==> src/source/cache_init_sweep.sv <==
`timescale 1ns/1ps

module cache_init_sweep #(
    parameter  int NUM_SETS = 64,
    localparam int INDEX_W  = $clog2(NUM_SETS)
) (
    input  logic               clk,
    input  logic               rst_n,
    output logic [INDEX_W-1:0] sweep_set,     // One set per cycle
    output logic               sweep_active   // High during the sweep
);

    localparam logic [INDEX_W-1:0] LAST_SET = INDEX_W'(NUM_SETS - 1);

    // Held at set 0 and active during reset, so the first cycle
    // out of reset already clears set 0
    always_ff @(posedge clk) begin
        if (!rst_n) begin
            sweep_set    <= '0;
            sweep_active <= 1'b1;
        end else if (sweep_active) begin
            sweep_set <= sweep_set + 1'b1;        // Wraps back to 0
            if (sweep_set == LAST_SET) begin
                sweep_active <= 1'b0;             // Done until next reset
            end
        end
    end

endmodule

==> config.mk <==
export PLATFORM = sky130hd
export DESIGN_NAME = cache_init_sweep
export DESIGN_NICKNAME = d
export VERILOG_FILES = /design/src/source/cache_init_sweep.sv
export SDC_FILE = /design/constraint.sdc
export NUM_CORES = 1
export LEC_CHECK = 0
export BUFFER_PORTS_ARGS = -buffer_cell sky130_fd_sc_hd__buf_2
export CORE_AREA = 2 2 39 41
export CTS_CLUSTER_DIAMETER = 120
export CTS_CLUSTER_SIZE = 10
export DETAILED_ROUTE_END_ITERATION = 10
export DIE_AREA = 0 0 41 43
export SYNTH_ARGS = -nofsm -noshare
export SYNTH_HDL_FRONTEND = slang
export SYNTH_SLANG_ARGS = --single-unit
==> constraint.sdc <==
create_clock -name clk -period 1.5 [get_ports clk]
set_input_delay 0.3 -clock clk [delete_from_list [all_inputs] [get_ports clk]]
set_output_delay 0.3 -clock clk [all_outputs]
set_load 0.05 [all_outputs]
### Word-level counts from Yosys, hierarchy flattened

Cells that the tools add are included.

| cells by class | value |
|---|---|
| add/subtract/negate cells | 1 |
| equal/unequal tests | 1 |
| multiplexer cells | 2 |

Operators with widths:

| cell | count |
|---|---|
| $add 6x1->6 const B | 1 |
| $eq 6x6->1 const B | 1 |
| $mux 1 | 2 |

| storage, ports and cells | value |
|---|---|
| register bits | 7 |
| input bits | 2 |
| output and inout port bits | 7 |
| logic and storage cells | 6 |

### Longest topological paths before layout

Gate-level depths: netlist of the first run.

| depth | value |
|---|---|
| depth after elaboration | 3 |
| depth in mapped cells | 4 |
| gate-level depth less buffers | 4 |

### Least setup slack after synthesis of the first run

Ideal clock, no wire load.

| timing path | value |
|---|---|
| kind | reg-to-reg |
| from | reg sweep_active |
| to | reg sweep_set[5] |
| library setup time | 0.070 ns |
| data arrival time | 1.427 ns |
| required time | 1.430 ns |
| setup slack | 0.003 ns |
| cell stages (with the launch flop) | 4 |
| buffers on the path | 0 |
| clock period less this slack | 1.497 ns |
| cells stage by stage | dfxtp_1 -> nand4_2 -> or3_1 -> a21boi_1 |

RTL lines:

| element | RTL line | RTL |
|---|---|---|
| start, declared | 10 | `output logic sweep_active` |
| start signal, assigned | 20 | `sweep_active <= 1'b1;` |
| start signal, assigned | 24 | `sweep_active <= 1'b0;` |
| end signal, assigned | 22 | `sweep_set <= sweep_set + 1'b1;` |
| end, declared | 9 | `output logic [INDEX_W-1:0] sweep_set,` |

### Worst setup path in the final report of the first run

| timing path | value |
|---|---|
| from | reg sweep_active |
| to | out sweep_active |

No word-level cell between the ends.

==> reports/qor.json, run 1 <==
{
  "power_and_ir_drop": {
    "power.internal_mw": 0.310,
    "swShare_pct": 26.8,
    "switching_power_mw": 0.113,
    "combPwrFrac_pct": 11.7,
    "power.leakage_nw": 0.172,
    "clkPwrFrac_pct": 40.7,
    "power_frac_seq_pct": 47.6,
    "p_per_area_mw_per_mm2": 1130,
    "max_rail_drop_vdd_v": 0.000284
  },
  "worst_hold_path": {
    "whs_path_depth": 2,
    "hold_path_class": "primary input to flip-flop"
  },
  "setup_path": {
    "critPathMaxStageDelay_ps": 460,
    "path_delay_family": "flip-flops",
    "path_cells": "buf_2",
    "r2r_cell_count": 3,
    "cp.buffers_inverters": 1,
    "critical_path.startpoint_type": "flip-flop",
    "cp-end-kind": "output port",
    "cp.arrival_ps": 1030,
    "criticalPathCategory": "flip-flop to output port",
    "crit_slowest_cell": "dfxtp_1",
    "worst-endpoint-required_ps": 1200,
    "cp_max_fo": 7,
    "worst-path-stages": 1
  },
  "finish": {
    "final_cells": 56,
    "area_growth_from_synthesis_to_final_layout_pct": 30.0,
    "nFillCells": 160,
    "final_nets": 44,
    "drive_above_1_share_pct": 30.0,
    "final_util_pct": 27.0,
    "num_antenna_cells": 0
  },
  "placement": {
    "dpl.cell_count": 52,
    "io_buffer_count": 8,
    "dp_slack_ps": 299,
    "detailed_place_hpwl_microns": 383,
    "gp_congestion": 0.644
  },
  "yosys": {
    "synth.cell_area_sq_um": 288,
    "synth_area_leader_cell": "dfxtp_1",
    "postSynthRegisterBits": 7,
    "synth.top_cells.by_area": "dfxtp_1, xnor2_1, and2_1",
    "syn_nets": 31,
    "yosysSeqAreaShare_pct": 48.7,
    "number_of_distinct_library_cells_after_synthesis": 14,
    "netlist_instances": 28,
    "post_synth.cell_area_avg_sq_um": 10.3,
    "synth.top_cell.area_share_pct": 48.7,
    "synth-warning-count": 0
  },
  "clock_tree": {
    "clockBufferDepth": 2,
    "cts_resized": 0,
    "clockRootBuffer": "clkbuf_4",
    "cts-hold-fix-buffers": 0,
    "worst_skew_pair.late_latency_ps": 250,
    "post_cts_setup_buffers": 0,
    "path_clk_slew_ps": 50,
    "total_clock_buffers_created_by_cts": 3,
    "cts_max_level": 1,
    "clock-sinks": 7,
    "clock_tree_from_tritoncts": "yes"
  },
  "routing": {
    "drt_first_pass_iters": 1,
    "postRouteAntennaNets": 0,
    "routed_wirelength_microns": 536,
    "detailedRoute.firstIterationViolations": 0,
    "detail_route.vias_per_cell": 4.00,
    "routed_wire_length_per_instance_microns": 9.57,
    "dr_total_vias": 224,
    "drt_drc_violations_left": 0
  },
  "timing": {
    "report.final.hold_viol_count": 0,
    "rsz0062_at_grt": "no",
    "timing.final.setup_violations": 0,
    "min_period_over_period_pct": 88.6,
    "period_minus_slack_ps": 1330,
    "max_slew.worst_pin.slew_ps": 259,
    "fin_ws_ps": 171,
    "timing.clock.skew_ps": 2.49,
    "setup_tns_ps": 0,
    "final-max-slew-violation-count": 0,
    "worst_slew_margin_rel_pct": 82.7,
    "timing.fmax_mhz": 753
  },
  "die": {
    "floorplan.die_area_sq_mm": 0.00176,
    "floorplan.io_pins": 9,
    "core_area_sq_mm": 0.00138,
    "die_h_microns": 43,
    "floorplan.rows": 14,
    "floorplan.initialDensity_pct": 20.8,
    "die_width_microns": 41
  },
  "global_routing": {
    "first_global_vias": 204,
    "all_layer_global_routing_usage_pct": 8.84,
    "pin_count_of_the_biggest_net_entering_global_routing": 8,
    "gr-total-overflow": 0,
    "grt_first_pass_wirelength_microns": 945,
    "antenna_found_initial": 0
  },
  "outcome": {
    "outcome": "finished, final reports clean"
  },
  "run": {
    "max-cap-violations": 0
  }
}
==> power groups by stage <==
stage	combinational, mW	sequential [mW]	clock, mW
after floorplan	0.0144	0.229	0
final	0.0496	0.201	0.172
after detailed placement	0.0501	0.206	0
after global routing	0.0533	0.203	0.197
after CTS	0.0505	0.202	0.182
after global placement	0.0497	0.206	0
==> layout by cell type (no fill, tap or decap) <==
cell	Yosys	layout
buf_2	0	8
dfxtp_1	7	7
and2_1	4	4
xnor2_1	3	3
nand2_1	3	3
clkbuf_4	0	3
o21ai_0	2	2
nand4_1	1	1
nand4_2	1	1
or3_1	1	1
a21boi_1	1	1
nand3_1	1	1
mux2i_1	1	1
nor2b_1	1	1
xor2_1	1	1
ha_1	1	1
clkbuf_1	0	1
==> layer usage <==
layer  track usage, %  vias to the layer above  share of wire, %
li1                 -                      118                 -
met1             12.3                      102                44
met2             9.06                        4                50
met3             3.14                        0               5.8
met4             10.0                        0                 0
met5                0                        -                 0
==> area by class of cell <==
class	instances	area [sq um]	area share (%)
timing repair buffer	8	40.0	10.7
tap	16	20.0	5.35
clock buffer	4	26.3	7.02
multi-input combinational	21	148	39.5
sequential	7	140	37.5
==> cells in the mapped netlist (all sizes together) <==
library cell,number
mux2i,1
nand4,2
or3,1
ha,1
a21boi,1
nand2,3
and2,4
dfxtp,7
xor2,1
xnor2,3
o21ai,2
nor2b,1
nand3,1
==> state kept, by name (all words and copies together), names as in the netlist <==
signal	flops
sweep_active	1
sweep_set	6
==> path summary, 6_finish.rpt <==
check	start	to	slack, ps
setup / recovery	sweep_active$_SDFF_PN1_	sweep_active	170
hold / removal	rst_n	sweep_active$_SDFF_PN1_	270
setup reg to reg	sweep_active$_SDFF_PN1_	sweep_set[5]$_SDFFE_PN0P_	290
hold reg to reg	sweep_set[5]$_SDFFE_PN0P_	sweep_set[5]$_SDFFE_PN0P_	500
==> cells by family after synthesis <==
kind of cell             share of synthesized area (%)
multiplexers                                      3.48
XOR/XNOR                                          12.2
AO/OA/AOI/OAI                                     6.09
flip-flops                                        48.7
adder cells (fa/ha/maj)                           4.35
AND/OR/NAND/NOR                                   25.2
==> through the flow <==
stage	power, mW	area (sq um)	hold slack [ps]
after floorplan	0.243	288	362
after global placement	0.255	348	494
after detailed placement	0.256	348	491
after CTS	0.434	374	267
after global routing	0.453	374	278
final	0.423	374	272
(Power assumes the default switching activity.)
==> run 2: changes to the inputs <==
==> constraint.sdc (replaced) <==
create_clock -name clk -period 1.5 [get_ports clk]
set_input_delay 0.075 -clock clk [delete_from_list [all_inputs] [get_ports clk]]
set_output_delay 0.075 -clock clk [all_outputs]
set_load 0.05 [all_outputs]
==> reports/qor.json, run 2 (synthesized netlist as in run 1, its figures left out) <==
{
  "finish": {
    "reg_top3": {"value": "sweep_set: 6 flops, sweep_active: 1 flops", "change": "unchanged"},
    "final_common_cell": {"value": "buf_2", "change": "unchanged"},
    "drive_above_1_share": {"value": 31.7, "unit": "%", "change": "was 30.0%"},
    "final_nets": {"value": 45, "change": "was 44"},
    "final_cells": {"value": 57, "change": "was 56"},
    "layout.cells.most_common_list": {"value": "buf_2, dfxtp_1, and2_1", "change": "unchanged"},
    "area_growth_from_synthesis_to_final_layout": {"value": 32.6, "unit": "%", "change": "was 30.0%"},
    "registers.top_by_ff_count": {"value": "sweep_set", "change": "unchanged"},
    "num_antenna_cells": {"value": 0, "change": "unchanged"},
    "flip_flop_count_of_the_largest_register_after_layout": {"value": 6, "change": "unchanged"}
  },
  "die": {
    "floorplan.initialDensity": {"value": 20.8, "unit": "%", "change": "unchanged"},
    "floorplan.rows": {"value": 14, "change": "unchanged"},
    "die_width": {"value": 41, "unit": "microns", "change": "unchanged"},
    "floorplan.die_area": {"value": 0.00176, "unit": "sq mm", "change": "unchanged"},
    "floorplan.io_pins": {"value": 9, "change": "unchanged"},
    "core_area": {"value": 0.00138, "unit": "sq mm", "change": "unchanged"},
    "die_h": {"value": 43, "unit": "microns", "change": "unchanged"}
  },
  "timing": {
    "timing.fmax": {"value": 845, "unit": "MHz", "change": "was 753 MHz"},
    "worst_slew_margin_rel": {"value": 83.2, "unit": "%", "change": "was 82.7%"},
    "timing.final.setup_violations": {"value": 0, "change": "unchanged"},
    "setup_tns": {"value": 0, "unit": "ps", "change": "unchanged"},
    "min_period_over_period": {"value": 78.9, "unit": "%", "change": "was 88.6%"},
    "final-max-slew-violation-count": {"value": 0, "change": "unchanged"},
    "period_minus_slack": {"value": 1180, "unit": "ps", "change": "was 1330 ps"},
    "timing.clock.skew": {"value": 3.55, "unit": "ps", "change": "was 2.49 ps"},
    "report.final.hold_viol_count": {"value": 0, "change": "unchanged"},
    "max_slew.worst_pin.slew": {"value": 253, "unit": "ps", "change": "was 259 ps"},
    "rsz0062_at_grt": {"value": "no", "change": "unchanged"}
  },
  "power_and_ir_drop": {
    "clkPwrFrac": {"value": 41.1, "unit": "%", "change": "was 40.7%"},
    "combPwrFrac": {"value": 11.7, "unit": "%", "change": "about the same"},
    "max_rail_drop_vdd": {"value": 0.000287, "unit": "V", "change": "was 0.000284 V"},
    "switching_power": {"value": 0.117, "unit": "mW", "change": "was 0.113 mW"},
    "power_frac_seq": {"value": 47.2, "unit": "%", "change": "was 47.6%"},
    "swShare": {"value": 27.4, "unit": "%", "change": "was 26.8%"},
    "p_per_area": {"value": 1120, "unit": "mW/mm^2", "change": "was 1130 mW/mm^2"},
    "power.internal": {"value": 0.310, "unit": "mW", "change": "about the same"},
    "power.leakage": {"value": 0.176, "unit": "nW", "change": "was 0.172 nW"}
  },
  "routing": {
    "routed_wirelength": {"value": 630, "unit": "microns", "change": "was 536 microns"},
    "detailedRoute.firstIterationViolations": {"value": 1, "change": "was 0"},
    "drt_first_pass_iters": {"value": 3, "change": "was 1"},
    "postRouteAntennaNets": {"value": 0, "change": "unchanged"},
    "dr_total_vias": {"value": 239, "change": "was 224"},
    "detail_route.vias_per_cell": {"value": 4.19, "change": "was 4.00"},
    "routed_wire_length_per_instance": {"value": 11.1, "unit": "microns", "change": "was 9.57 microns"},
    "drt_drc_violations_left": {"value": 0, "change": "unchanged"}
  },
  "worst_hold_path": {
    "hold_path_class": {"value": "primary input to flip-flop", "change": "unchanged"}
  },
  "clock_tree": {
    "cts_resized": {"value": 0, "change": "unchanged"},
    "path_clk_slew": {"value": 60, "unit": "ps", "change": "was 50 ps"},
    "clockBufferDepth": {"value": 2, "change": "unchanged"},
    "post_cts_setup_buffers": {"value": 0, "change": "unchanged"},
    "total_clock_buffers_created_by_cts": {"value": 3, "change": "unchanged"},
    "worst_skew_pair.late_latency": {"value": 250, "unit": "ps", "change": "about the same"},
    "cts_max_level": {"value": 1, "change": "unchanged"},
    "clock_tree_from_tritoncts": {"value": "yes", "change": "unchanged"},
    "clock-sinks": {"value": 7, "change": "unchanged"},
    "cts-hold-fix-buffers": {"value": 0, "change": "unchanged"},
    "clockRootBuffer": {"value": "clkbuf_4", "change": "unchanged"}
  },
  "setup_path": {
    "cp_max_fo": {"value": 4, "change": "was 7"},
    "cp.arrival": {"value": 1330, "unit": "ps", "change": "was 1030 ps"},
    "worstSetupEndpoint": {"value": "sweep_set[4]$_SDFFE_PN0P_", "change": "was sweep_active"},
    "crit_path_start": {"value": "sweep_set[0]$_SDFFE_PN0P_", "change": "was sweep_active$_SDFF_PN1_"},
    "criticalPathCategory": {"value": "flip-flop to flip-flop", "change": "was flip-flop to output port"},
    "critical_path.startpoint_type": {"value": "flip-flop", "change": "unchanged"},
    "r2r_cell_count": {"value": 4, "change": "was 3"},
    "cp-end-kind": {"value": "flip-flop", "change": "was output port"},
    "r2r_setup_slk": {"value": 320, "unit": "ps", "change": "was 290 ps"},
    "worstReg2RegEnd": {"value": "sweep_set[4]$_SDFFE_PN0P_", "change": "was sweep_set[5]$_SDFFE_PN0P_"},
    "worst-endpoint-required": {"value": 1650, "unit": "ps", "change": "was 1200 ps"},
    "worst_flop_to_flop_path_startpoint": {"value": "sweep_set[0]$_SDFFE_PN0P_", "change": "was sweep_active$_SDFF_PN1_"}
  },
  "global_routing": {
    "pin_count_of_the_biggest_net_entering_global_routing": {"value": 8, "change": "unchanged"},
    "antenna_found_initial": {"value": 0, "change": "unchanged"},
    "all_layer_global_routing_usage": {"value": 8.75, "unit": "%", "change": "was 8.84%"},
    "first_global_vias": {"value": 245, "change": "was 204"},
    "gr-total-overflow": {"value": 0, "change": "unchanged"},
    "grt_first_pass_wirelength": {"value": 993, "unit": "microns", "change": "was 945 microns"}
  },
  "outcome": {
    "outcome": {"value": "finished, final reports clean", "change": "unchanged"}
  },
  "placement": {
    "dpl.cell_count": {"value": 53, "change": "was 52"},
    "io_buffer_count": {"value": 8, "change": "unchanged"},
    "gp_congestion": {"value": 0.649, "change": "was 0.644"}
  },
  "run": {
    "max-cap-violations": {"value": 0, "change": "unchanged"}
  }
}
==> run 2: changes by cell type in the layout (fill, tap and decap cells not counted) <==
cell   delta
buf_4     +1
==> run 2: routing by layer <==
layer / up-vias / global-route usage (%) / part of all wire [%]
li1: 122 / - / -
met1: 113 / 9.06 / 41
met2: 4 / 12.8 / 54
met3: 0 / 3.14 / 4.8
met4: 0 / 8.00 / 0
met5: - / 0 / 0
==> run 2: final cells by class <==
cell class	count	area (sq um)
clock buffers	4	26.3
well taps	16	20.0
fillers	158	1000
flip-flops and latches	7	140
multi-input cells	21	148
repair buffers	9	47.5
==> run 2: metrics by stage <==
stage | utilization [%] | total power, mW | cell area (sq um) | worst slack (ps) | hold slack (ps)
after floorplan | - | 0.243 | 288 | 2.75 | 137
after global placement | 25.7 | 0.255 | 355 | 363 | 304
after detailed placement | 25.7 | 0.256 | 355 | 358 | 317
after CTS | 27.6 | 0.433 | 382 | 308 | 49.9
after global routing | 27.6 | 0.442 | 382 | 252 | 61.7
final | 27.6 | 0.427 | 382 | 317 | 49.4
==> run 2: power by group through the flow <==
stage | sequential [mW] | clock [mW] | combinational [mW]
3_5_place_dp | 0.206 | 0 | 0.0505
4_1_cts | 0.202 | 0.181 | 0.0508
5_1_grt | 0.204 | 0.185 | 0.0528
3_3_place_gp | 0.205 | 0 | 0.0499
2_1_floorplan | 0.229 | 0 | 0.0144
6_report | 0.202 | 0.176 | 0.0501
==> run 2: worst max-delay path, cell delays in order, from the launching register on <==
cell	delay, ps
dfxtp_1	400
ha_1	230
nand4_1	140
xnor2_1	160
and2_1	150
==> run 2: worst min path at each step <==
stage | slack [ps] | depth (start not counted) | to | from
after floorplan | 140 | 1 | sweep_active$_SDFF_PN1_ | rst_n
after global placement | 300 | 2 | sweep_active$_SDFF_PN1_ | rst_n
after detailed placement | 320 | 2 | sweep_active$_SDFF_PN1_ | rst_n
after CTS | 50 | 2 | sweep_active$_SDFF_PN1_ | rst_n
after global routing | 60 | 2 | sweep_active$_SDFF_PN1_ | rst_n
final | 50 | 2 | sweep_active$_SDFF_PN1_ | rst_n
