**src/source/cache_pkg.sv**
```systemverilog
package cache_pkg;

    // ----------------------------------------------------------------------
    // Widths
    // ----------------------------------------------------------------------
    localparam int ADDR_W   = 32;  // Processor byte address
    localparam int DATA_W   = 32;  // One word per line
    localparam int OFFSET_W = 2;   // Byte offset inside a word
    localparam int NUM_WAYS = 2;   // Fixed, LRU is one bit per set

    // Vector types
    typedef logic [ADDR_W-1:0] addr_t;
    typedef logic [DATA_W-1:0] word_t;
    typedef logic [1:0]        resp_t;
    typedef logic              way_t;   // Way number, 0 or 1

    // AXI-Lite response code, the cache never reports an error
    localparam resp_t RESP_OKAY = 2'b00;

    // ----------------------------------------------------------------------
    // Controller states
    // ----------------------------------------------------------------------
    typedef enum logic [2:0] {
        IDLE      = 3'd0,  // Take a request, reads first
        LOOKUP    = 3'd1,  // Array results arrive
        WB_SEND   = 3'd2,  // Dirty victim out on mem AW/W
        WB_RESP   = 3'd3,  // Wait for mem B
        FILL_REQ  = 3'd4,  // Refill address on mem AR
        FILL_DATA = 3'd5,  // Wait for mem R
        RESPOND   = 3'd6   // Hold R or B until accepted
    } cache_state_e;

endpackage

```
**src/source/cache_array_if.sv**
```systemverilog
`timescale 1ns/1ps

interface cache_array_if import cache_pkg::*; #(
    parameter int INDEX_W = 6,
    parameter int TAG_W   = 24
) ();

    // Controller to arrays
    logic [INDEX_W-1:0] set;        // Set for lookup and writes
    logic               lookup_en;  // Read every array at set
    logic               wr_en;      // Fill or update one way
    way_t               wr_way;
    logic [TAG_W-1:0]   wr_tag;     // Also the tag looked up
    word_t              wr_data;
    logic               wr_dirty;
    logic               lru_en;     // Update the LRU bit
    way_t               lru_way;    // Way just used

    // Arrays to controller, valid the cycle after lookup_en
    logic               hit;
    way_t               hit_way;
    word_t              hit_data;
    way_t               victim_way;
    logic               victim_dirty;
    logic [TAG_W-1:0]   victim_tag;
    word_t              victim_data;

    modport ctrl (
        output set, lookup_en, wr_en, wr_way, wr_tag, wr_data, wr_dirty, lru_en, lru_way,
        input  hit, hit_way, hit_data, victim_way, victim_dirty, victim_tag, victim_data
    );

    modport arrays (
        input  set, lookup_en, wr_en, wr_way, wr_tag, wr_data, wr_dirty, lru_en, lru_way,
        output hit, hit_way, hit_data, victim_way, victim_dirty, victim_tag, victim_data
    );

endinterface

```
**src/source/cache_ctrl_fsm.sv**
```systemverilog
`timescale 1ns/1ps

module cache_ctrl_fsm import cache_pkg::*; #(
    parameter int NUM_SETS = 64
) (
    input  logic        clk,
    input  logic        rst_n,
    input  logic        sweep_active,   // Arrays busy clearing
    cache_array_if.ctrl arr,

    // Processor side
    input  addr_t       awaddr,
    input  logic        awvalid,
    output logic        awready,
    input  word_t       wdata,
    input  logic        wvalid,
    output logic        wready,
    output resp_t       bresp,
    output logic        bvalid,
    input  logic        bready,
    input  addr_t       araddr,
    input  logic        arvalid,
    output logic        arready,
    output word_t       rdata,
    output resp_t       rresp,
    output logic        rvalid,
    input  logic        rready,

    // Next memory level
    output addr_t       mem_awaddr,
    output logic        mem_awvalid,
    input  logic        mem_awready,
    output word_t       mem_wdata,
    output logic        mem_wvalid,
    input  logic        mem_wready,
    input  logic        mem_bvalid,
    output logic        mem_bready,
    output addr_t       mem_araddr,
    output logic        mem_arvalid,
    input  logic        mem_arready,
    input  word_t       mem_rdata,
    input  logic        mem_rvalid,
    output logic        mem_rready
);

    localparam int INDEX_W = $clog2(NUM_SETS);
    localparam int TAG_W   = ADDR_W - INDEX_W - OFFSET_W;

    cache_state_e state, next_state;

    addr_t req_addr;    // Latched request
    word_t req_data;
    logic  req_write;   // 1 for a write
    word_t resp_data;   // Word returned on R
    way_t  fill_way;    // Victim way, refilled later
    addr_t cur_addr;    // Address the arrays see
    logic  rd_req;
    logic  wr_req;
    logic  fill_beat;   // mem R transfer
    logic  aw_done;     // mem AW already taken
    logic  w_done;
    logic  aw_ok;
    logic  w_ok;

    // ----------------------------------------------------------------------
    // Request acceptance
    // ----------------------------------------------------------------------
    assign arready = (state == IDLE) && !sweep_active;
    assign awready = arready && !arvalid;      // Reads win
    assign wready  = awready;                  // AW and W only together
    assign rd_req  = arvalid && arready;
    assign wr_req  = awvalid && wvalid && awready;

    // Lookup uses the incoming address in IDLE, the latched one after
    assign cur_addr = (state != IDLE) ? req_addr :
                      arvalid         ? araddr   : awaddr;

    assign fill_beat = (state == FILL_DATA) && mem_rvalid;
    assign aw_ok     = aw_done || mem_awready;
    assign w_ok      = w_done || mem_wready;

    // ----------------------------------------------------------------------
    // Array control
    // ----------------------------------------------------------------------
    assign arr.set       = cur_addr[INDEX_W+OFFSET_W-1:OFFSET_W];
    assign arr.wr_tag    = cur_addr[ADDR_W-1 -: TAG_W];
    assign arr.lookup_en = rd_req || wr_req;
    assign arr.wr_en     = ((state == LOOKUP) && arr.hit && req_write) || fill_beat;
    assign arr.wr_way    = (state == LOOKUP) ? arr.hit_way : fill_way;
    assign arr.wr_data   = (fill_beat && !req_write) ? mem_rdata : req_data;
    assign arr.wr_dirty  = req_write;               // Clean refill on reads
    assign arr.lru_en    = ((state == LOOKUP) && arr.hit) || fill_beat;
    assign arr.lru_way   = arr.wr_way;

    always_comb begin
        next_state = state;
        case (state)
            IDLE:      if (rd_req || wr_req) next_state = LOOKUP;
            LOOKUP: begin
                if (arr.hit)               next_state = RESPOND;
                else if (arr.victim_dirty) next_state = WB_SEND;
                else                       next_state = FILL_REQ;
            end
            WB_SEND:   if (aw_ok && w_ok) next_state = WB_RESP;
            WB_RESP:   if (mem_bvalid) next_state = FILL_REQ;   // Code ignored
            FILL_REQ:  if (mem_arready) next_state = FILL_DATA;
            FILL_DATA: if (mem_rvalid) next_state = RESPOND;
            RESPOND:   if (req_write ? bready : rready) next_state = IDLE;
            default:   next_state = IDLE;
        endcase
    end

    always_ff @(posedge clk) begin
        if (!rst_n) begin
            state   <= IDLE;
            aw_done <= 1'b0;
            w_done  <= 1'b0;
        end else begin
            state   <= next_state;
            aw_done <= (state == WB_SEND) && aw_ok;   // Cleared once past WB_SEND
            w_done  <= (state == WB_SEND) && w_ok;
        end
    end

    // Payload registers
    always_ff @(posedge clk) begin
        if (rd_req || wr_req) begin
            req_addr  <= cur_addr;
            req_data  <= wdata;
            req_write <= !rd_req;
        end
        if (state == LOOKUP) begin
            fill_way   <= arr.victim_way;
            resp_data  <= arr.hit_data;
            // Victim address rebuilt from its tag and the same set
            mem_awaddr <= {arr.victim_tag, arr.set, {OFFSET_W{1'b0}}};
            mem_wdata  <= arr.victim_data;
        end
        if (fill_beat) begin
            resp_data <= mem_rdata;
        end
    end

    // ----------------------------------------------------------------------
    // Channel outputs
    // ----------------------------------------------------------------------
    assign mem_awvalid = (state == WB_SEND) && !aw_done;
    assign mem_wvalid  = (state == WB_SEND) && !w_done;
    assign mem_bready  = (state == WB_RESP);
    assign mem_arvalid = (state == FILL_REQ);
    assign mem_araddr  = {req_addr[ADDR_W-1:OFFSET_W], {OFFSET_W{1'b0}}};  // Word aligned
    assign mem_rready  = (state == FILL_DATA);

    assign rvalid = (state == RESPOND) && !req_write;
    assign bvalid = (state == RESPOND) && req_write;
    assign rdata  = resp_data;
    assign rresp  = RESP_OKAY;
    assign bresp  = RESP_OKAY;

endmodule

```
**src/flat_wrapper.sv**
```systemverilog
// flat-port wrapper written by rule: the top's interface ports become plain ports
module cache_ctrl_fsm_flat import cache_pkg::*;
#(
    parameter int NUM_SETS = 64
)
  (clk, rst_n, sweep_active, awaddr, awvalid, awready, wdata, wvalid, wready, bresp, bvalid, bready, araddr, arvalid, arready, rdata, rresp, rvalid, rready, mem_awaddr, mem_awvalid, mem_awready, mem_wdata, mem_wvalid, mem_wready, mem_bvalid, mem_bready, mem_araddr, mem_arvalid, mem_arready, mem_rdata, mem_rvalid, mem_rready, arr_set, arr_lookup_en, arr_wr_en, arr_wr_way, arr_wr_tag, arr_wr_data, arr_wr_dirty, arr_lru_en, arr_lru_way, arr_hit, arr_hit_way, arr_hit_data, arr_victim_way, arr_victim_dirty, arr_victim_tag, arr_victim_data);
  cache_array_if arr_i ();
  input  logic clk;
  input  logic rst_n;
  input  logic sweep_active;
  input  addr_t awaddr;
  input  logic awvalid;
  output logic awready;
  input  word_t wdata;
  input  logic wvalid;
  output logic wready;
  output resp_t bresp;
  output logic bvalid;
  input  logic bready;
  input  addr_t araddr;
  input  logic arvalid;
  output logic arready;
  output word_t rdata;
  output resp_t rresp;
  output logic rvalid;
  input  logic rready;
  output addr_t mem_awaddr;
  output logic mem_awvalid;
  input  logic mem_awready;
  output word_t mem_wdata;
  output logic mem_wvalid;
  input  logic mem_wready;
  input  logic mem_bvalid;
  output logic mem_bready;
  output addr_t mem_araddr;
  output logic mem_arvalid;
  input  logic mem_arready;
  input  word_t mem_rdata;
  input  logic mem_rvalid;
  output logic mem_rready;
  output wire logic [$bits(arr_i.set)-1:0] arr_set;
  output wire logic [$bits(arr_i.lookup_en)-1:0] arr_lookup_en;
  output wire logic [$bits(arr_i.wr_en)-1:0] arr_wr_en;
  output wire logic [$bits(arr_i.wr_way)-1:0] arr_wr_way;
  output wire logic [$bits(arr_i.wr_tag)-1:0] arr_wr_tag;
  output wire logic [$bits(arr_i.wr_data)-1:0] arr_wr_data;
  output wire logic [$bits(arr_i.wr_dirty)-1:0] arr_wr_dirty;
  output wire logic [$bits(arr_i.lru_en)-1:0] arr_lru_en;
  output wire logic [$bits(arr_i.lru_way)-1:0] arr_lru_way;
  input wire logic [$bits(arr_i.hit)-1:0] arr_hit;
  input wire logic [$bits(arr_i.hit_way)-1:0] arr_hit_way;
  input wire logic [$bits(arr_i.hit_data)-1:0] arr_hit_data;
  input wire logic [$bits(arr_i.victim_way)-1:0] arr_victim_way;
  input wire logic [$bits(arr_i.victim_dirty)-1:0] arr_victim_dirty;
  input wire logic [$bits(arr_i.victim_tag)-1:0] arr_victim_tag;
  input wire logic [$bits(arr_i.victim_data)-1:0] arr_victim_data;
  assign arr_set = arr_i.set;
  assign arr_lookup_en = arr_i.lookup_en;
  assign arr_wr_en = arr_i.wr_en;
  assign arr_wr_way = arr_i.wr_way;
  assign arr_wr_tag = arr_i.wr_tag;
  assign arr_wr_data = arr_i.wr_data;
  assign arr_wr_dirty = arr_i.wr_dirty;
  assign arr_lru_en = arr_i.lru_en;
  assign arr_lru_way = arr_i.lru_way;
  assign arr_i.hit = arr_hit;
  assign arr_i.hit_way = arr_hit_way;
  assign arr_i.hit_data = arr_hit_data;
  assign arr_i.victim_way = arr_victim_way;
  assign arr_i.victim_dirty = arr_victim_dirty;
  assign arr_i.victim_tag = arr_victim_tag;
  assign arr_i.victim_data = arr_victim_data;
  cache_ctrl_fsm #(.NUM_SETS(NUM_SETS)) u_core (.clk(clk), .rst_n(rst_n), .sweep_active(sweep_active), .arr(arr_i), .awaddr(awaddr), .awvalid(awvalid), .awready(awready), .wdata(wdata), .wvalid(wvalid), .wready(wready), .bresp(bresp), .bvalid(bvalid), .bready(bready), .araddr(araddr), .arvalid(arvalid), .arready(arready), .rdata(rdata), .rresp(rresp), .rvalid(rvalid), .rready(rready), .mem_awaddr(mem_awaddr), .mem_awvalid(mem_awvalid), .mem_awready(mem_awready), .mem_wdata(mem_wdata), .mem_wvalid(mem_wvalid), .mem_wready(mem_wready), .mem_bvalid(mem_bvalid), .mem_bready(mem_bready), .mem_araddr(mem_araddr), .mem_arvalid(mem_arvalid), .mem_arready(mem_arready), .mem_rdata(mem_rdata), .mem_rvalid(mem_rvalid), .mem_rready(mem_rready));
endmodule
```
**config.mk**
```make
export PLATFORM = sky130hd
export DESIGN_NAME = cache_ctrl_fsm_flat
export DESIGN_NICKNAME = d
export VERILOG_FILES = /design/src/source/cache_pkg.sv /design/src/source/cache_array_if.sv /design/src/source/cache_ctrl_fsm.sv /design/src/flat_wrapper.sv
export SDC_FILE = /design/constraint.sdc
export NUM_CORES = 1
export LEC_CHECK = 0
export BUFFER_PORTS_ARGS = -buffer_cell sky130_fd_sc_hd__buf_4
export CAP_MARGIN = 5
export CORE_AREA = 2 2 170 172
export CTS_BUF_LIST = sky130_fd_sc_hd__clkbuf_16
export CTS_CLUSTER_DIAMETER = 120
export CTS_CLUSTER_SIZE = 16
export DETAILED_ROUTE_END_ITERATION = 8
export DIE_AREA = 0 0 172 174
export HOLD_SLACK_MARGIN = 0.15
export SYNTH_ARGS = -nofsm -noshare
export SYNTH_HDL_FRONTEND = slang
export SYNTH_SLANG_ARGS = --single-unit
```
**constraint.sdc**
```tcl
create_clock -name clk -period 9.48 [get_ports clk]
set_input_delay 1.896 -clock clk [delete_from_list [all_inputs] [get_ports clk]]
set_output_delay 1.896 -clock clk [all_outputs]
set_load 0.01 [all_outputs]
```
# --- After elaboration in Yosys (flattened, before gate mapping) ---
# Cells that the tools add are included.
word_totals:
  reg_bits: 165
  input_bits: 233
  out_inout_bits: 210
  elab_cells: 72
op_classes:
  eq_ne: 12
  muxes: 16
  n_bitwise: 1
  n_reduce_logical: 32
op_table:
  columns: ["operator", "n"]
  rows:
  - ["$mux W32", 5]
  - ["$mux W3", 8]
  - ["$pmux W3 S7", 1]
  - ["$logic_and A1 B1 Y1", 16]
  - ["$eq A3 B3 Y1 const B", 3]
  - ["$eq A3 B2 Y1 const B", 2]
  - ["$logic_not A1 Y1", 6]
  - ["$ne A2 B1 Y1 const B", 3]
  - ["$ne A2 B2 Y1 const B", 3]
  - ["$reduce_and A6 Y1", 1]
  - ["$logic_or A1 B1 Y1", 5]
  - ["$eq A3 B1 Y1 const B", 1]
  - ["$logic_not A3 Y1", 1]
  - ["$reduce_bool A3 Y1", 1]
  - ["$mux W1", 2]
  - ["$reduce_and A2 Y1", 1]
  - ["$reduce_bool A2 Y1", 1]
  - ["$not A1 Y1", 1]

# --- Logic depth before layout (Yosys ltp) ---
# Gate-level depths: netlist of run 1.
logic_depth:
  ltp_word: 7
  mapped_depth: 6
  mapped_depth_nobuf: 4

# --- Worst setup path after synthesis of run 1 ---
# Ideal clock, no wire load.
synth_path:
  kind: "input port to output port"
  startpoint: "input arvalid"
  endpoint: "output arr_lookup_en"
  arrival_ps: 6574
  t_required_ps: 7584
  path_slack_ps: 1010
  cell_stages: 3
  path_buffers: 1
  cell_sequence: "buf_2 > a21oi_1 > nor3_1"
synth_via:
  elab_chain_cells: 4
  elab_cells_between_ends: 5
  cone_classes: "5 x reduce/logical"
synth_lines:
  columns: ["item", "line_no", "rtl"]
  rows:
  - ["start: declaration", "flat_wrapper.sv:21", "input logic arvalid;"]
  - ["$logic_not A1 Y1", "cache_ctrl_fsm.sv:69", "assign awready = arready && !arvalid;"]
  - ["$logic_and A1 B1 Y1", "cache_ctrl_fsm.sv:69", null]
  - ["$logic_and A1 B1 Y1", "cache_ctrl_fsm.sv:72", "assign wr_req = awvalid && wvalid && awready;"]
  - ["$logic_or A1 B1 Y1 *", "cache_ctrl_fsm.sv:87", "assign arr.lookup_en = rd_req || wr_req;"]
  - ["end: declaration", "flat_wrapper.sv:42", "output wire logic [$bits(arr_i.lookup_en)-1:0] arr_lookup_en;"]
# Mark *: on every way between the ends. The rest lies on a longest branch, timed or not.

# --- Final worst setup path of run 1 ---
layout_path:
  startpoint: "input mem_rvalid"
  endpoint: "output arr_wr_data[0]"
layout_via:
  elab_chain_cells: 3
layout_lines:
  columns: ["item", "line_no", "rtl"]
  rows:
  - ["start: declaration", "flat_wrapper.sv:39", "input logic mem_rvalid;"]
  - ["$logic_and A1 B1 Y1", "cache_ctrl_fsm.sv:78", "assign fill_beat = (state == FILL_DATA) && mem_rvalid;"]
  - ["$logic_and A1 B1 Y1", "cache_ctrl_fsm.sv:90", "assign arr.wr_data = (fill_beat && !req_write) ? mem_rdata : req_data;"]
  - ["$mux W32", "cache_ctrl_fsm.sv:90", null]
  - ["end: declaration", "flat_wrapper.sv:46", "output wire logic [$bits(arr_i.wr_data)-1:0] arr_wr_data;"]
# Every way passes these cells.

==> results of run 1 <==
-- power by group --
group	switching (mW)	internal, mW	leakage, nW
Combinational	0.620	0.527	2.89
Sequential	0.0860	1.09	1.50
Clock	0.322	0.397	0.298
Total	1.03	2.01	4.69
-- flip-flops by register name, indices dropped and copies added, names as in the netlist --
| register | count |
|---|---|
| u_core.rdata | 32 |
| u_core.mem_wdata | 32 |
| u_core.fill_way | 1 |
| u_core.aw_done | 1 |
| u_core.mem_awaddr | 30 |
| u_core.arr.wr_dirty | 1 |
| u_core.req_addr | 30 |
| u_core.req_data | 32 |
| u_core.w_done | 1 |
| u_core.state | 3 |
-- area by class of cell --
class / count / share of cell area [%]
multi-input combinational: 217 / 16.4
inverter: 2 / 0.0683
antenna: 1 / 0.0228
sequential: 163 / 44.1
tap: 384 / 4.37
timing repair buffer: 434 / 29.6
clock inverter: 15 / 1.57
clock buffer: 17 / 3.87
-- layout by cell type, fill, tap and decap left out, types with 5 or more instances in the layout --
cell,count
mux2i_1,31
dfxtp_1,5
edfxtp_1,158
clkbuf_16,17
buf_4,434
a21oi_1,34
mux2_2,35
nor2_1,42
mux2_4,30
inv_6,5
nand2_1,7
conb_1,8
-- worst min-delay path by stage --
stage / start / endpoint / slack [ns]
floorplan: u_core.aw_done / u_core.aw_done / 0.45
detailed placement: u_core.w_done / u_core.w_done / 0.48
global placement: u_core.w_done / u_core.w_done / 0.47
global route: u_core.w_done / u_core.w_done / 0.53
CTS: u_core.w_done / u_core.w_done / 0.51
finish: u_core.aw_done / u_core.aw_done / 0.50
-- logic make-up (layout without fill, tap and decap cells) --
| family | Yosys count | in the layout |
|---|---|---|
| and+or+nand+nor | 68 | 68 |
| other | 1 | 9 |
| buffers and inverters | 31 | 468 |
| DFF | 163 | 163 |
| muxes | 96 | 96 |
| AOI/OAI and AO/OA | 45 | 45 |
-- per-layer routing --
| metal | vias to the layer above | GRT usage (%) |
|---|---|---|
| met5 | - | 0 |
| met4 | 0 | 3.99 |
| met3 | 12 | 6.28 |
| met2 | 289 | 23.8 |
| met1 | 2358 | 15.7 |
| li1 | 2388 | - |
-- worst max-delay path, cell delays in order --
cell,delay [ns]
buf_4,0.10
nand3_4,0.46
nor2_8,0.83
mux2_2,0.45
buf_4,0.15
-- through the flow --
stage	power (mW)	setup slack [ns]
after floorplan	1.71	1.01
after global placement	2.35	3.58
after detailed placement	2.36	3.61
after CTS	3.09	3.61
after global routing	3.22	3.53
final	3.04	3.67
==> flow_summary.json, run 1 <==
{
  "routability_driven_placement_congestion_ratio": 0.761,
  "globalRouteTotalUtil_pct": 14.0,
  "tritoncts": "built",
  "finalSetupTns_ns": 0,
  "yosys_warnings": 0,
  "register_bit_total_from_synthesis": 163,
  "vias_post_dr": 5047,
  "synth.top_cells.by_area": "edfxtp_1, mux2_4, mux2_2, mux2i_1, a21oi_1",
  "clkTransAtPathRegs_ns": 0.08,
  "remaining_drc_errors": 0,
  "tightest_slew_ns": 1.10,
  "r2r_start": "u_core.state[0]",
  "synth_cells": 404,
  "slew-limit-headroom_pct": 26.2,
  "syn_avg_cell_area_um2": 16.9,
  "die-height_um": 174,
  "detailedRoute.firstPassIterationCount": 4,
  "numCtsBuffers": 17,
  "dieWidth_um": 172,
  "synth_top_family_by_area": "multiplexers",
  "multi_input_area_um2": 1800,
  "drt-initial-drc-count": 319,
  "final_cell_count_no_fill": 1233,
  "netlist_area_um2": 6810,
  "fin_nets": 1068,
  "grt_first_pass_wirelength_um": 30700,
  "yosys.area_share.adder_pct": 0,
  "synthArstFlopShare_pct": 0,
  "finish.utilization_pct": 38.9,
  "critical_path.startpoint_type": "input pin",
  "io_pins": 443,
  "highest-signal-layer": "met4",
  "htree_num_levels": 4,
  "min_path_cells": 2,
  "critical_path_rt_ns": 7.58,
  "synth_cell_types": 34,
  "synth-edff-count": 158,
  "site_row_count": 62,
  "netlist_top_cells_count": "edfxtp_1, nor2_1, mux2_2, a21oi_1, mux2i_1",
  "synth_largest_type_area_fraction_pct": 69.6,
  "path_class_of_the_lowest_slack_min_delay_path": "flop to flop",
  "critical_path_peak_fanout": 36,
  "totalWireLength_um": 21700,
  "finalCriticalPeriod_ns": 5.81,
  "coreArea_um2": 28200,
  "final_max_slew_viol_count": 0,
  "met2_length_um": 10700,
  "ctsResizeCount": 0,
  "setup_violations": 0,
  "grt_pass1_vias": 5227,
  "detailedPlacementHpwl_um": 16500,
  "final_antenna_net_count": 0,
  "r2r-end": "u_core.req_data[13]",
  "worst_setup_path_startpoint": "mem_rvalid",
  "design_area_um2": 11000,
  "sequential_cell_area_um2": 4840,
  "drive_above_1_share_pct": 63.4,
  "viasPerCell": 4.09,
  "placed_cells": 1200,
  "grt_setup_unrepaired": "no",
  "synthToLayoutAreaGrowth_pct": 61.3,
  "fill_cells": 2753,
  "cts_root_buffer": "clkbuf_16",
  "route.detailed.wl_per_inst_um": 17.6,
  "cts.sink_count": 163,
  "io_buffers": 430,
  "power_per_cell_area_nw_per_um2": 277,
  "post-cts-setup-buffers": 0,
  "placed_area_um2": 10400,
  "grt_antenna_before_repair": 1,
  "yosysSeqAreaShare_pct": 71.1,
  "fin_worst_hold_slack_ns": 0.501,
  "initial_utilization_pct": 24.1,
  "die_area_um2": 29900,
  "cts.path.max_buffers": 2,
  "timing.clock.skew_ns": 0.0125,
  "cts.hold.buffers_added": 0,
  "final_global_route_overflow_total": 0,
  "final_hold_violation_count": 0,
  "clk-insertion-delay-late_ns": 0.43,
  "ff2ff_path_depth": 5,
  "endpoint_kind": "output port",
  "synth_largest_area_cell": "edfxtp_1",
  "critPathKind": "input pin to output port",
  "grt_start_max_net_pins": 66,
  "ys_dominant_reg_cell": "edfxtp_1",
  "period_share_pct": 61.3,
  "proportion_of_synthesized_area_in_mux_cells_pct": 17.0,
  "endpoint": "arr_wr_data[0]",
  "arrival_time_of_data_at_the_critical_path_endpoint_ns": 3.91,
  "synth-compound-area-share_pct": 3.73,
  "regToRegSetupSlack_ns": 7.00,
  "synth.most_common_cell": "edfxtp_1",
  "power.ir.vdd_worst_v": 0.000146,
  "highest_clock_rate_mhz": 172,
  "yosys.area_share.xor_xnor_pct": 0,
  "maxCapViolations": 0,
  "wirelength_met1_um": 8190,
  "met3WireLength_um": 2510,
  "leakage_nw": 4.69,
  "outcome": "finished clean",
  "synth_simple_gate_area_share_pct": 4.85
}
Note: power is estimated with default switching activity, not from simulation.
==> run 2: changes to the inputs <==
ABC_AREA = 1   (was not set)
clock period = 5.94 ns   (was 9.48 ns; I/O delays follow)
==> run 2 against run 1 <==
  * Design area hardly changed
  * Clock power is 57% higher
  * Critical endpoint unchanged
  * Largest cell class unchanged
  * Power is 60% higher
  * Largest power group is now combinational logic
==> flow_summary.json, run 2 <==
{
  "viasPerCell": 4.11,
  "totalPowerFinal_mw": 4.86,
  "timing.clock.skew_ns": 0.0167,
  "fill_cells": 2851,
  "design_area_um2": 11000,
  "initial_utilization_pct": 24.1,
  "netlist_area_um2": 6810,
  "drt-initial-drc-count": 334,
  "critical_path_peak_fanout": 34,
  "final_common_cell": "buf_4",
  "clk-insertion-delay-late_ns": 0.43,
  "cell_internal_pwr_mw": 3.20,
  "path_class_of_the_lowest_slack_min_delay_path": "flop to flop",
  "cp_common_cell": "buf_4",
  "grt_antenna_before_repair": 1,
  "synth.most_common_cell": "nand2_1",
  "r2r_start": "u_core.state[1]",
  "slew-limit-headroom_pct": 34.0,
  "detailedPlacementHpwl_um": 17100,
  "io_pins": 443,
  "power.ir.vdd_worst_v": 0.000299,
  "leakage_nw": 5.00,
  "vias_post_dr": 5583,
  "placed_cells": 1324,
  "r2r-end": "u_core.req_data[28]",
  "synth.top_cells.by_area": "edfxtp_1, nand2_1, mux2_4, a31oi_1, nor2_1",
  "final_max_slew_viol_count": 0,
  "clkTransAtPathRegs_ns": 0.06,
  "final_antenna_net_count": 0,
  "number_of_buffers_and_inverters_on_the_critical_path": 3,
  "cp.depth": 6,
  "tritoncts": "built",
  "fin_nets": 1192,
  "htree_num_levels": 4,
  "netlist_top_cells_count": "nand2_1, edfxtp_1, nor2_1, a31oi_1, mux2_4",
  "outcome": "finished clean",
  "final_cell_count_no_fill": 1357,
  "critical_path.startpoint_type": "input pin",
  "syn_avg_cell_area_um2": 12.8,
  "endpoint_kind": "output port",
  "numCtsBuffers": 17,
  "route.detailed.wl_per_inst_um": 16.4,
  "tightest_slew_ns": 0.990,
  "highest_clock_rate_mhz": 241,
  "yosys_warnings": 0,
  "critical_path_rt_ns": 4.75,
  "synth_cell_types": 23,
  "final_global_route_overflow_total": 0,
  "finalSetupTns_ns": 0,
  "critPathMaxStageDelay_ns": 0.49,
  "synth_largest_area_cell": "edfxtp_1",
  "multi_input_area_um2": 1720,
  "period_share_pct": 69.8,
  "timing.critical_path.cells": "buf_4 -> inv_1 -> nor2_8 -> nand2_4 -> mux2_2 -> buf_4",
  "comb_power_share_pct": 38.4,
  "maxCapViolations": 0,
  "power_per_cell_area_nw_per_um2": 443,
  "cts_root_buffer": "clkbuf_16",
  "post-cts-setup-buffers": 0,
  "power_switching_share_pct": 34.1,
  "placed_area_um2": 10400,
  "sequential_cell_area_um2": 4840,
  "min_path_cells": 4,
  "dieWidth_um": 172,
  "grt_setup_unrepaired": "no",
  "total_switching_power_mw": 1.66,
  "worst_setup_path_startpoint": "mem_rvalid",
  "power_frac_seq_pct": 38.3,
  "ctsResizeCount": 0,
  "worst_min_path_start": "u_core.w_done",
  "worst_hold_path.endpoint": "u_core.w_done",
  "register_bit_total_from_synthesis": 163,
  "ys_dominant_reg_cell": "edfxtp_1",
  "arrival_time_of_data_at_the_critical_path_endpoint_ns": 2.96,
  "yosysSeqAreaShare_pct": 71.2,
  "grt_pass1_vias": 5478,
  "synthArstFlopShare_pct": 0,
  "final_hold_violation_count": 0,
  "synth-edff-count": 158,
  "cts.sink_count": 163,
  "cts.path.max_buffers": 2,
  "synth_cells": 533,
  "site_row_count": 62,
  "synth_largest_type_area_fraction_pct": 69.7,
  "cts.hold.buffers_added": 0,
  "routability_driven_placement_congestion_ratio": 0.769,
  "fin_worst_hold_slack_ns": 0.547,
  "power_frac_clock_pct": 23.3,
  "grt_start_max_net_pins": 68,
  "timing.critical_path.slowest_stage_cell": "nand2_4",
  "critPathKind": "input pin to output port",
  "totalWireLength_um": 22300,
  "layout_common_cells": "buf_4, nand2_1, edfxtp_1",
  "die_area_um2": 29900,
  "critPathTopFamily": "simple AND/OR/NAND/NOR gates",
  "remaining_drc_errors": 0,
  "globalRouteTotalUtil_pct": 14.1,
  "regToRegSetupSlack_ns": 3.38,
  "grt_first_pass_wirelength_um": 31200,
  "die-height_um": 174,
  "io_buffers": 430,
  "finalCriticalPeriod_ns": 4.15,
  "detailedRoute.firstPassIterationCount": 5,
  "synthToLayoutAreaGrowth_pct": 61.4,
  "ff2ff_path_depth": 6,
  "drive_above_1_share_pct": 52.0,
  "setup_violations": 0,
  "coreArea_um2": 28200
}
## run 2: cell types whose count changed after synthesis, sizes merged, moves of 6 or more
| cell | delta |
|---|---|
| a21oi | -29 |
| a31oi | +30 |
| clkbuf | +6 |
| inv | +19 |
| mux2 | -33 |
| mux2i | -31 |
| nand2 | +179 |
| nand3 | +7 |
## run 2: layout make-up
type	instances	area share, %
flip-flops and latches	163	44.1
repair buffers	434	29.7
multi-input cells	321	15.6
well taps	384	4.37
clock buffers	17	3.87
clock inverters	15	1.59
inverters	22	0.752
diodes	1	0.0228
## run 2: worst register-to-register path: stages, from the launching register on
cell and delay (ns):
dfxtp_1 0.41, nor2_1 0.23, nand2_1 0.23, nor2_1 0.25, inv_1 0.12, a21oi_4 0.16, buf_4 0.71
## run 2: metrics by stage
step | utilization [%] | setup WS (ns)
global placement | 36.8 | 1.76
floorplan | - | 1.14
global route | 38.9 | 1.67
detailed placement | 36.8 | 1.76
finish | 38.9 | 1.79
CTS | 38.9 | 1.75
## run 2: power by group through the flow
| stage | registers (mW) | clock network [mW] | logic [mW] |
|---|---|---|---|
| floorplan | 2.00 | 0 | 0.722 |
| global placement | 1.88 | 0 | 1.89 |
| detailed placement | 1.89 | 0 | 1.89 |
| CTS | 1.87 | 1.17 | 1.90 |
| global route | 1.90 | 1.21 | 2.02 |
| finish | 1.86 | 1.13 | 1.87 |
## run 2: cell families after synthesis
logic type / after synthesis / share of synthesized area, %
simple gates: 242 / 14.2
flops: 163 / 71.2
buf+inv: 56 / 4.16
compound gates: 39 / 3.42
mux: 32 / 6.95
other cells: 1 / 0.0551
## run 2: how the worst max path moves through the flow
stage,endpoint,slack [ns]
final,arr_wr_data[0],1.79
after global routing,arr_wr_data[0],1.67
after global placement,arr_wr_data[0],1.76
after floorplan,arr_lookup_en,1.14
after CTS,arr_wr_data[0],1.75
after detailed placement,arr_wr_data[0],1.76
## run 2: per-layer routing
metal / track usage, % / share of wire, %
met1: 16.0 / 38
met2: 24.4 / 51
met3: 5.05 / 9.3
met4: 4.76 / 1.6
met5: 0 / 0
